==> src/lsu_pkg.sv <==
package lsu_pkg;

   // ====================================================================
   // Commit and group ordering
   // ====================================================================

   // 4-bit reorder-buffer index plus a wrap bit on top
   localparam int CMT_ID_W = 5;
   localparam int CMT_IDX_W = CMT_ID_W - 1;

   typedef logic [CMT_ID_W-1:0] cmt_id_t;

   // Slot inside a dispatch group, lower is older
   localparam int GRP_ID_W = 2;

   typedef logic [GRP_ID_W-1:0] grp_id_t;

   // ====================================================================
   // Memory access fields
   // ====================================================================

   // Word address into the data memory
   localparam int ADDR_W = 6;
   localparam int MEM_DEPTH = 1 << ADDR_W;

   typedef logic [ADDR_W-1:0] addr_t;

   localparam int DATA_W = 32;

   typedef logic [DATA_W-1:0] data_t;

   // Load destination register
   localparam int RD_W = 5;

   typedef logic [RD_W-1:0] rd_t;

   // ====================================================================
   // Replay queue occupancy
   // ====================================================================

   typedef enum logic [1:0] {
      Q_EMPTY,
      Q_PARTIAL,
      Q_FULL
   } mem_state_t;

endpackage
==> src/lsu_top.sv <==
`timescale 1ns/1ps

module lsu_top #(
   parameter int LDQ_SIZE = 4,
   parameter int STQ_SIZE = 4
) (
   input  logic               i_clk,
   input  logic               i_reset,

   // Load push
   input  logic               i_ld_push,
   input  lsu_pkg::cmt_id_t   i_ld_cmt_id,
   input  lsu_pkg::grp_id_t   i_ld_grp_id,
   input  lsu_pkg::addr_t     i_ld_addr,
   input  lsu_pkg::rd_t       i_ld_rd,
   output logic               o_ldq_full,

   // Store push
   input  logic               i_st_push,
   input  lsu_pkg::cmt_id_t   i_st_cmt_id,
   input  lsu_pkg::grp_id_t   i_st_grp_id,
   input  lsu_pkg::addr_t     i_st_addr,
   input  lsu_pkg::data_t     i_st_data,
   output logic               o_stq_full,

   output logic               o_wb_valid,
   output lsu_pkg::rd_t       o_wb_rd,
   output lsu_pkg::data_t     o_wb_data,
   output logic               o_done,
   output lsu_pkg::cmt_id_t   o_done_cmt_id,
   output logic               o_done_is_store
);

   // Load head
   logic               w_ld_valid;
   lsu_pkg::cmt_id_t   w_ld_cmt_id;
   lsu_pkg::grp_id_t   w_ld_grp_id;
   lsu_pkg::addr_t     w_ld_addr;
   lsu_pkg::rd_t       w_ld_rd;
   logic               w_ld_conflict;

   // Store head
   logic               w_st_valid;
   lsu_pkg::cmt_id_t   w_st_cmt_id;
   lsu_pkg::grp_id_t   w_st_grp_id;
   lsu_pkg::addr_t     w_st_addr;
   lsu_pkg::data_t     w_st_data;
   logic               w_st_conflict;

   // ex0 issue
   logic               w_ex0_valid;
   logic               w_ex0_is_store;
   lsu_pkg::cmt_id_t   w_ex0_cmt_id;
   lsu_pkg::addr_t     w_ex0_addr;
   lsu_pkg::rd_t       w_ex0_rd;
   lsu_pkg::data_t     w_ex0_data;

   // ====================================================================
   // Replay queues
   // ====================================================================

   replay_queue #(
      .Q_SIZE    (LDQ_SIZE),
      .PAYLOAD_W (lsu_pkg::RD_W)
   ) u_ldq (
      .i_clk          (i_clk),
      .i_reset        (i_reset),
      .i_push         (i_ld_push),
      .i_push_cmt_id  (i_ld_cmt_id),
      .i_push_grp_id  (i_ld_grp_id),
      .i_push_addr    (i_ld_addr),
      .i_push_payload (i_ld_rd),
      .o_full         (o_ldq_full),
      .o_req_valid    (w_ld_valid),
      .o_req_cmt_id   (w_ld_cmt_id),
      .o_req_grp_id   (w_ld_grp_id),
      .o_req_addr     (w_ld_addr),
      .o_req_payload  (w_ld_rd),
      .i_req_conflict (w_ld_conflict)
   );

   replay_queue #(
      .Q_SIZE    (STQ_SIZE),
      .PAYLOAD_W (lsu_pkg::DATA_W)
   ) u_stq (
      .i_clk          (i_clk),
      .i_reset        (i_reset),
      .i_push         (i_st_push),
      .i_push_cmt_id  (i_st_cmt_id),
      .i_push_grp_id  (i_st_grp_id),
      .i_push_addr    (i_st_addr),
      .i_push_payload (i_st_data),
      .o_full         (o_stq_full),
      .o_req_valid    (w_st_valid),
      .o_req_cmt_id   (w_st_cmt_id),
      .o_req_grp_id   (w_st_grp_id),
      .o_req_addr     (w_st_addr),
      .o_req_payload  (w_st_data),
      .i_req_conflict (w_st_conflict)
   );

   // ====================================================================
   // Age select and pipe
   // ====================================================================

   replay_select u_select (
      .i_clk          (i_clk),
      .i_reset        (i_reset),
      .i_ld_valid     (w_ld_valid),
      .i_ld_cmt_id    (w_ld_cmt_id),
      .i_ld_grp_id    (w_ld_grp_id),
      .i_ld_addr      (w_ld_addr),
      .i_ld_rd        (w_ld_rd),
      .i_st_valid     (w_st_valid),
      .i_st_cmt_id    (w_st_cmt_id),
      .i_st_grp_id    (w_st_grp_id),
      .i_st_addr      (w_st_addr),
      .i_st_data      (w_st_data),
      .o_ld_conflict  (w_ld_conflict),
      .o_st_conflict  (w_st_conflict),
      .o_ex0_valid    (w_ex0_valid),
      .o_ex0_is_store (w_ex0_is_store),
      .o_ex0_cmt_id   (w_ex0_cmt_id),
      .o_ex0_addr     (w_ex0_addr),
      .o_ex0_rd       (w_ex0_rd),
      .o_ex0_data     (w_ex0_data)
   );

   lsu_pipe u_pipe (
      .i_clk           (i_clk),
      .i_reset         (i_reset),
      .i_ex0_valid     (w_ex0_valid),
      .i_ex0_is_store  (w_ex0_is_store),
      .i_ex0_cmt_id    (w_ex0_cmt_id),
      .i_ex0_addr      (w_ex0_addr),
      .i_ex0_rd        (w_ex0_rd),
      .i_ex0_data      (w_ex0_data),
      .o_wb_valid      (o_wb_valid),
      .o_wb_rd         (o_wb_rd),
      .o_wb_data       (o_wb_data),
      .o_done          (o_done),
      .o_done_cmt_id   (o_done_cmt_id),
      .o_done_is_store (o_done_is_store)
   );

endmodule

==> src/lsu_pipe.sv <==
`timescale 1ns/1ps

module lsu_pipe (
   input  logic               i_clk,
   input  logic               i_reset,

   // From the ex0 issue register
   input  logic               i_ex0_valid,
   input  logic               i_ex0_is_store,
   input  lsu_pkg::cmt_id_t   i_ex0_cmt_id,
   input  lsu_pkg::addr_t     i_ex0_addr,
   input  lsu_pkg::rd_t       i_ex0_rd,
   input  lsu_pkg::data_t     i_ex0_data,

   // Load writeback
   output logic               o_wb_valid,
   output lsu_pkg::rd_t       o_wb_rd,
   output lsu_pkg::data_t     o_wb_data,

   // Completion
   output logic               o_done,
   output lsu_pkg::cmt_id_t   o_done_cmt_id,
   output logic               o_done_is_store
);

   // ex1 stage
   logic               r_ex1_valid;
   logic               r_ex1_is_store;
   lsu_pkg::cmt_id_t   r_ex1_cmt_id;
   lsu_pkg::addr_t     r_ex1_addr;
   lsu_pkg::rd_t       r_ex1_rd;
   lsu_pkg::data_t     r_ex1_data;
   lsu_pkg::data_t     w_ex1_rdata;

   // ex2 stage
   logic               r_ex2_valid;
   logic               r_ex2_is_store;
   lsu_pkg::cmt_id_t   r_ex2_cmt_id;
   lsu_pkg::rd_t       r_ex2_rd;
   lsu_pkg::data_t     r_ex2_data;

   lsu_pkg::data_t     r_mem [lsu_pkg::MEM_DEPTH];

   // ====================================================================
   // ex1: memory access
   // ====================================================================

   always_ff @(posedge i_clk) begin
      if (i_reset) begin
         r_ex1_valid <= 1'b0;
      end else begin
         r_ex1_valid <= i_ex0_valid;
      end
   end

   always_ff @(posedge i_clk) begin
      r_ex1_is_store <= i_ex0_is_store;
      r_ex1_cmt_id   <= i_ex0_cmt_id;
      r_ex1_addr     <= i_ex0_addr;
      r_ex1_rd       <= i_ex0_rd;
      r_ex1_data     <= i_ex0_data;
   end

   // Store lands at the end of ex1, visible to the next load in ex1
   always_ff @(posedge i_clk) begin
      if (i_reset) begin
         for (int i = 0; i < lsu_pkg::MEM_DEPTH; i++) begin
            r_mem[i] <= '0;
         end
      end else if (r_ex1_valid && r_ex1_is_store) begin
         r_mem[r_ex1_addr] <= r_ex1_data;
      end
   end

   assign w_ex1_rdata = r_mem[r_ex1_addr];

   // ====================================================================
   // ex2 and ex3: result transport
   // ====================================================================

   always_ff @(posedge i_clk) begin
      if (i_reset) begin
         r_ex2_valid <= 1'b0;
         o_wb_valid  <= 1'b0;
         o_done      <= 1'b0;
      end else begin
         r_ex2_valid <= r_ex1_valid;
         o_wb_valid  <= r_ex2_valid & ~r_ex2_is_store;
         o_done      <= r_ex2_valid;
      end
   end

   always_ff @(posedge i_clk) begin
      r_ex2_is_store  <= r_ex1_is_store;
      r_ex2_cmt_id    <= r_ex1_cmt_id;
      r_ex2_rd        <= r_ex1_rd;
      r_ex2_data      <= w_ex1_rdata;
      o_wb_rd         <= r_ex2_rd;
      o_wb_data       <= r_ex2_data;
      o_done_cmt_id   <= r_ex2_cmt_id;
      o_done_is_store <= r_ex2_is_store;
   end

   a_wb_is_load_done : assert property (@(posedge i_clk) disable iff (i_reset)
      o_wb_valid |-> (o_done && !o_done_is_store))
      else $error("lsu_pipe: writeback without a matching load completion");

endmodule

==> src/replay_select.sv <==
`timescale 1ns/1ps

module replay_select (
   input  logic               i_clk,
   input  logic               i_reset,

   // Load queue head
   input  logic               i_ld_valid,
   input  lsu_pkg::cmt_id_t   i_ld_cmt_id,
   input  lsu_pkg::grp_id_t   i_ld_grp_id,
   input  lsu_pkg::addr_t     i_ld_addr,
   input  lsu_pkg::rd_t       i_ld_rd,

   // Store queue head
   input  logic               i_st_valid,
   input  lsu_pkg::cmt_id_t   i_st_cmt_id,
   input  lsu_pkg::grp_id_t   i_st_grp_id,
   input  lsu_pkg::addr_t     i_st_addr,
   input  lsu_pkg::data_t     i_st_data,

   output logic               o_ld_conflict,
   output logic               o_st_conflict,

   // ex0 issue register
   output logic               o_ex0_valid,
   output logic               o_ex0_is_store,
   output lsu_pkg::cmt_id_t   o_ex0_cmt_id,
   output lsu_pkg::addr_t     o_ex0_addr,
   output lsu_pkg::rd_t       o_ex0_rd,
   output lsu_pkg::data_t     o_ex0_data
);

   logic w_ld_older;
   logic w_ld_win;

   // True when a is older than b
   function automatic logic is_older(
      input lsu_pkg::cmt_id_t a_cmt,
      input lsu_pkg::grp_id_t a_grp,
      input lsu_pkg::cmt_id_t b_cmt,
      input lsu_pkg::grp_id_t b_grp
   );
      logic [lsu_pkg::CMT_IDX_W-1:0] a_idx;
      logic [lsu_pkg::CMT_IDX_W-1:0] b_idx;
      a_idx = a_cmt[lsu_pkg::CMT_IDX_W-1:0];
      b_idx = b_cmt[lsu_pkg::CMT_IDX_W-1:0];
      if (a_cmt == b_cmt) begin
         return a_grp < b_grp;
      end else if (a_cmt[lsu_pkg::CMT_ID_W-1] == b_cmt[lsu_pkg::CMT_ID_W-1]) begin
         return a_idx < b_idx;
      end else begin
         // ROB wrapped between the two, larger index went in first
         return a_idx > b_idx;
      end
   endfunction

   assign w_ld_older = is_older(i_ld_cmt_id, i_ld_grp_id, i_st_cmt_id, i_st_grp_id);
   assign w_ld_win   = i_ld_valid & (~i_st_valid | w_ld_older);

   assign o_ld_conflict = i_ld_valid & ~w_ld_win;
   assign o_st_conflict = i_st_valid &  w_ld_win;

   always_ff @(posedge i_clk) begin
      if (i_reset) begin
         o_ex0_valid <= 1'b0;
      end else begin
         o_ex0_valid <= i_ld_valid | i_st_valid;
      end
   end

   // Winner fields, the unused half zeroed
   always_ff @(posedge i_clk) begin
      o_ex0_is_store <= ~w_ld_win;
      o_ex0_cmt_id   <= w_ld_win ? i_ld_cmt_id : i_st_cmt_id;
      o_ex0_addr     <= w_ld_win ? i_ld_addr   : i_st_addr;
      o_ex0_rd       <= w_ld_win ? i_ld_rd     : '0;
      o_ex0_data     <= w_ld_win ? '0          : i_st_data;
   end

   // Exactly one head is older when both are valid, so only one side holds
   a_one_conflict : assert property (@(posedge i_clk) disable iff (i_reset)
      (i_ld_valid && i_st_valid) |->
         (w_ld_older != is_older(i_st_cmt_id, i_st_grp_id, i_ld_cmt_id, i_ld_grp_id)))
      else $error("replay_select: load and store heads have no defined age order");

endmodule

==> src/replay_queue.sv <==
`timescale 1ns/1ps

module replay_queue #(
   parameter int Q_SIZE = 4,
   parameter int PAYLOAD_W = 32
) (
   input  logic                   i_clk,
   input  logic                   i_reset,

   // Push side
   input  logic                   i_push,
   input  lsu_pkg::cmt_id_t       i_push_cmt_id,
   input  lsu_pkg::grp_id_t       i_push_grp_id,
   input  lsu_pkg::addr_t         i_push_addr,
   input  logic [PAYLOAD_W-1:0]   i_push_payload,
   output logic                   o_full,

   // Head request toward the selector
   output logic                   o_req_valid,
   output lsu_pkg::cmt_id_t       o_req_cmt_id,
   output lsu_pkg::grp_id_t       o_req_grp_id,
   output lsu_pkg::addr_t         o_req_addr,
   output logic [PAYLOAD_W-1:0]   o_req_payload,
   input  logic                   i_req_conflict
);

   localparam int PTR_W = $clog2(Q_SIZE);

   // Entry storage
   lsu_pkg::cmt_id_t       r_cmt_id  [Q_SIZE];
   lsu_pkg::grp_id_t       r_grp_id  [Q_SIZE];
   lsu_pkg::addr_t         r_addr    [Q_SIZE];
   logic [PAYLOAD_W-1:0]   r_payload [Q_SIZE];

   logic [PTR_W-1:0]       r_head;
   logic [PTR_W-1:0]       r_tail;
   logic [PTR_W-1:0]       w_head_nxt;
   logic [PTR_W-1:0]       w_tail_nxt;
   lsu_pkg::mem_state_t    r_state;

   logic                   w_push;
   logic                   w_pop;

   assign o_full      = (r_state == lsu_pkg::Q_FULL);
   assign o_req_valid = (r_state != lsu_pkg::Q_EMPTY);

   assign o_req_cmt_id  = r_cmt_id[r_head];
   assign o_req_grp_id  = r_grp_id[r_head];
   assign o_req_addr    = r_addr[r_head];
   assign o_req_payload = r_payload[r_head];

   // A push into a full queue is lost
   assign w_push = i_push & ~o_full;
   // Head leaves unless the selector picked the other queue
   assign w_pop  = o_req_valid & ~i_req_conflict;

   assign w_head_nxt = r_head + 1'b1;
   assign w_tail_nxt = r_tail + 1'b1;

   always_ff @(posedge i_clk) begin
      if (w_push) begin
         r_cmt_id[r_tail]  <= i_push_cmt_id;
         r_grp_id[r_tail]  <= i_push_grp_id;
         r_addr[r_tail]    <= i_push_addr;
         r_payload[r_tail] <= i_push_payload;
      end
   end

   always_ff @(posedge i_clk) begin
      if (i_reset) begin
         r_head  <= '0;
         r_tail  <= '0;
         r_state <= lsu_pkg::Q_EMPTY;
      end else begin
         if (w_push) begin
            r_tail <= w_tail_nxt;
         end
         if (w_pop) begin
            r_head <= w_head_nxt;
         end

         // Occupancy only moves when exactly one side is active
         if (w_push && !w_pop) begin
            r_state <= (w_tail_nxt == r_head) ? lsu_pkg::Q_FULL : lsu_pkg::Q_PARTIAL;
         end else if (w_pop && !w_push) begin
            r_state <= (w_head_nxt == r_tail) ? lsu_pkg::Q_EMPTY : lsu_pkg::Q_PARTIAL;
         end
      end
   end

   // ====================================================================
   // Checks
   // ====================================================================

   a_no_push_when_full : assert property (@(posedge i_clk) disable iff (i_reset)
      i_push |-> !o_full)
      else $error("replay_queue: push dropped while full");

   // Pointers meet only when empty or full
   a_state_vs_ptr : assert property (@(posedge i_clk) disable iff (i_reset)
      (r_state == lsu_pkg::Q_PARTIAL) == (r_head != r_tail))
      else $error("replay_queue: occupancy state disagrees with pointers");

endmodule

==> config.mk <==
export PLATFORM = sky130hd
export DESIGN_NAME = lsu_top
export DESIGN_NICKNAME = d
export VERILOG_FILES = /design/src/lsu_pkg.sv /design/src/lsu_top.sv /design/src/lsu_pipe.sv /design/src/replay_select.sv /design/src/replay_queue.sv
export SDC_FILE = /design/constraint.sdc
export NUM_CORES = 2
export LEC_CHECK = 0
export ABC_CLOCK_PERIOD_IN_PS = 3700
export BUFFER_PORTS_ARGS = -buffer_cell sky130_fd_sc_hd__buf_2
export CELL_PAD_IN_SITES_DETAIL_PLACEMENT = 1
export CELL_PAD_IN_SITES_GLOBAL_PLACEMENT = 1
export CORE_UTILIZATION = 45
export DETAILED_ROUTE_END_ITERATION = 10
export PLACE_DENSITY_LB_ADDON = 0.3
export SYNTH_ARGS = -nofsm -noshare
export SYNTH_HDL_FRONTEND = slang
export SYNTH_SLANG_ARGS = --single-unit
==> constraint.sdc <==
create_clock -name i_clk -period 3.7 [get_ports i_clk]
set_input_delay 0.185 -clock i_clk [delete_from_list [all_inputs] [get_ports i_clk]]
set_output_delay 0.185 -clock i_clk [all_outputs]
set_load 0.01 [all_outputs]
==> impl_metrics.json <==
{
  "dieWidth_um": 491,
  "power_density_nw_per_um2": 776,
  "synth_area_leaders": "edfxtp_1, and2_1, mux4_2, dfxtp_1, mux2i_1",
  "timing.rr.start": "u_ldq.r_cmt_id[2][1]$_DFFE_PP_",
  "vias": 69866,
  "rsz0062_at_grt": "true",
  "h-tree-depth": 5,
  "crit_fanout": 3,
  "first_iter_violations": 10227,
  "worstPathArrival_ns": 4.65,
  "crit_start": "u_ldq.r_cmt_id[2][1]$_DFFE_PP_",
  "final_nets": 7830,
  "ys_seq_area_share_pct": 68.1,
  "grt.overflow.total": 0,
  "violations": "setup timing",
  "cts_buffer_depth": 4,
  "finalWirelength_um": 398000,
  "io_buffer_count": 113,
  "critPathCapture": "u_stq.r_state[1]$_SDFFE_PP0P_",
  "grt_pass1_vias": 71565,
  "synth_most_common_cell": "edfxtp_1",
  "grt_pass1_wl_um": 555000,
  "ys_seq_elements": 2505,
  "max_cap_viol_count": 0,
  "syn_avg_cell_area_um2": 14.6,
  "synth_cell_types": 55,
  "syn_area_um2": 108000,
  "utilization_pct": 52.7,
  "dpl.hpwl_um": 237000,
  "fin_worst_skew_ns": 0.0786,
  "coreArea_um2": 238000,
  "relSlewSlack_pct": 5.91,
  "numPlacedInstances": 10498,
  "worst-r2r-setup-slack_ns": -0.15,
  "synth_edf_count": 2300,
  "ir_drop_mv": 0.783,
  "post-route-drc-count": 0,
  "place_area_um2": 115000,
  "hold_violations": 0,
  "drive_above_1_share_pct": 20.9,
  "hold_class": "in -> reg",
  "clock.fmax_ghz": 0.260,
  "syn2layout_area_growth_pct": 16.5,
  "drt-pass1-iter-count": 5,
  "period_share_pct": 104,
  "p_leak_nw": 46.2,
  "clk_latency_ns": 0.96,
  "track_usage_pct": 32.6,
  "fin_ws_ns": -0.146,
  "cts_made_buffers": 285,
  "fin_crit_ns": 3.85,
  "netlist_instances": 7373,
  "synthTopCellsByCount": "edfxtp_1, and2_1, clkbuf_1",
  "syn_nets": 7455,
  "yosys_warnings": 0,
  "maxSlewViolCount": 0,
  "clk_pin_slew_ns": 0.07,
  "worstPathRequired_ns": 4.51,
  "cp-start-kind": "flop",
  "final_cells": 11148,
  "dieArea_um2": 241000,
  "drt-vias-per-instance": 6.27,
  "die_h_um": 491,
  "floorplan.rows": 179,
  "grt_max_degree": 84,
  "tightest_slew_ns": 1.41,
  "antenna_found_initial": 48,
  "end_kind": "flop",
  "antenna_left": 0,
  "cts.sinks": 2505,
  "r2r_cells": 13,
  "gp_congestion": 0.963,
  "clockRootBuffer": "clkbuf_16",
  "r2r_end": "u_stq.r_state[1]$_SDFFE_PP0P_",
  "synth_top_flop_cell": "edfxtp_1",
  "p_total_w": 0.0972,
  "worstSetupPathType": "reg -> reg",
  "finalSetupViolCount": 35,
  "postSynth.asyncResetShare_pct": 0,
  "outcome": "finished with violations",
  "num_io_pins": 114,
  "initial_core_util_pct": 45.2,
  "cts_tree": "built",
  "drt-wirelength-per-cell_um": 35.7,
  "yosysTopAreaCell": "edfxtp_1",
  "fin_area_um2": 125000,
  "synth_top_cell_area_share_pct": 64.2
}
==> metal layers <==
metal | vias up | part of all wire (%) | global-route usage [%]
met2 | 4373 | 46 | 50.7
li1 | 27830 | - | -
met3 | 1084 | 11 | 7.16
met1 | 36563 | 37 | 42.0
met4 | 16 | 6.9 | 19.5
met5 | - | 0.025 | 0
==> power breakdown <==
| part | leakage, nW | switching (W) | internal [W] |
|---|---|---|---|
| clock network | 4.36 | 0.0116 | 0.0163 |
| registers | 25.2 | 0.00323 | 0.0331 |
| logic | 16.6 | 0.0223 | 0.0107 |
==> area by class of cell <==
cell class / instances / area [um^2]
Antenna cell: 22 / 55.1
Clock buffer: 397 / 7940
Clock inverter: 101 / 1010
Fill cell: 22432 / 112000
Inverter: 17 / 72.6
Multi-Input combinational cell: 4125 / 31600
Sequential cell: 2505 / 73200
Tap cell: 3167 / 3960
Timing Repair Buffer: 814 / 7300
==> registers in the layout, indices dropped and copies added, names as in the netlist, 24 cells and up, named ones only <==
register / flops
u_pipe.r_ex2_data: 32
u_pipe.r_mem: 2048
u_stq.r_addr: 24
u_stq.r_payload: 128
u_select.o_ex0_data: 32
u_ldq.r_addr: 24
u_pipe.r_ex1_data: 32
u_pipe.o_wb_data: 32
==> metrics by stage <==
step | setup WS [ns] | setup TNS, ns | hold slack, ns
final | -0.146 | -1.65 | 0.0398
after global routing | -0.136 | -0.417 | 0.0360
after CTS | 0.0101 | 0 | 0.00129
after detailed placement | 0.0420 | 0 | 0.313
after global placement | -0.116 | -0.162 | 0.311
after floorplan | 0.0320 | 0 | 0.264
==> worst min path at each step <==
stage / slack (ns) / cells after the start / startpoint / to
after global routing: 0.04 / 2 / i_st_data[26] / u_stq.r_payload[0][26]$_DFFE_PP_
final: 0.04 / 2 / i_st_data[26] / u_stq.r_payload[0][26]$_DFFE_PP_
after global placement: 0.31 / 0 / u_select.o_ex0_data[8]$_SDFF_PP0_ / u_pipe.r_ex1_data[8]$_DFF_P_
after CTS: 0.001 / 2 / i_st_data[17] / u_stq.r_payload[2][17]$_DFFE_PP_
after detailed placement: 0.31 / 0 / u_pipe.r_ex2_rd[2]$_DFF_P_ / u_pipe.o_wb_rd[2]$_DFF_P_
after floorplan: 0.26 / 1 / i_reset / u_pipe.r_ex2_valid$_SDFF_PP0_
==> critical path, cell delays in order (launching register included) <==
cell and delay, ns:
edfxtp_1 0.43, mux4_2 0.55, ha_4 0.25, nor2b_1 0.15, o21a_1 0.17, o21a_1 0.20, or3_1 0.36, a311o_1 0.36
a21oi_1 0.27, inv_1 0.11, ha_1 0.39, nor2_2 0.08, a32oi_1 0.29, nor2_1 0.11
==> cells in the final DEF, fill, tap and decap left out, types with 65 or more instances in the layout <==
master | synthesis | final
and2_1 | 2094 | 2087
mux2_2 | 147 | 147
a21oi_1 | 163 | 163
dfxtp_1 | 205 | 167
nor2_1 | 236 | 168
a221oi_1 | 239 | 238
o21ai_0 | 109 | 108
a22oi_1 | 114 | 114
buf_4 | 13 | 479
o22ai_1 | 110 | 110
mux2i_1 | 251 | 251
buf_12 | 0 | 91
mux4_2 | 234 | 234
edfxtp_1 | 2300 | 2300
buf_2 | 120 | 112
dlygate4sd3_1 | 0 | 129
or2_2 | 68 | 68
nor2_2 | 0 | 65
clkbuf_16 | 0 | 293
nand2_1 | 103 | 102
clkbuf_1 | 520 | 81
==> logic make-up after synthesis <==
kind of cell,after synthesis,share of synthesized area [%]
xor gates and xnor gates,10,0.0815
adders and majority gates,15,0.175
AOI/OAI and AO/OA,871,5.72
buffers and inverters,743,2.79
DFF,2505,68.1
and+or+nand+nor,2590,14.3
muxes,639,8.88
==> what timing repair did <==
action                                  in CTS  in global routing
endpoints found under the hold margin      278                  0
hold buffers                               129                  0
setup buffers                                0                  1
resized for setup                            1                 12
endpoints found under the setup margin       2                  6
No activity file was read; power rests on OpenSTA's default activity.
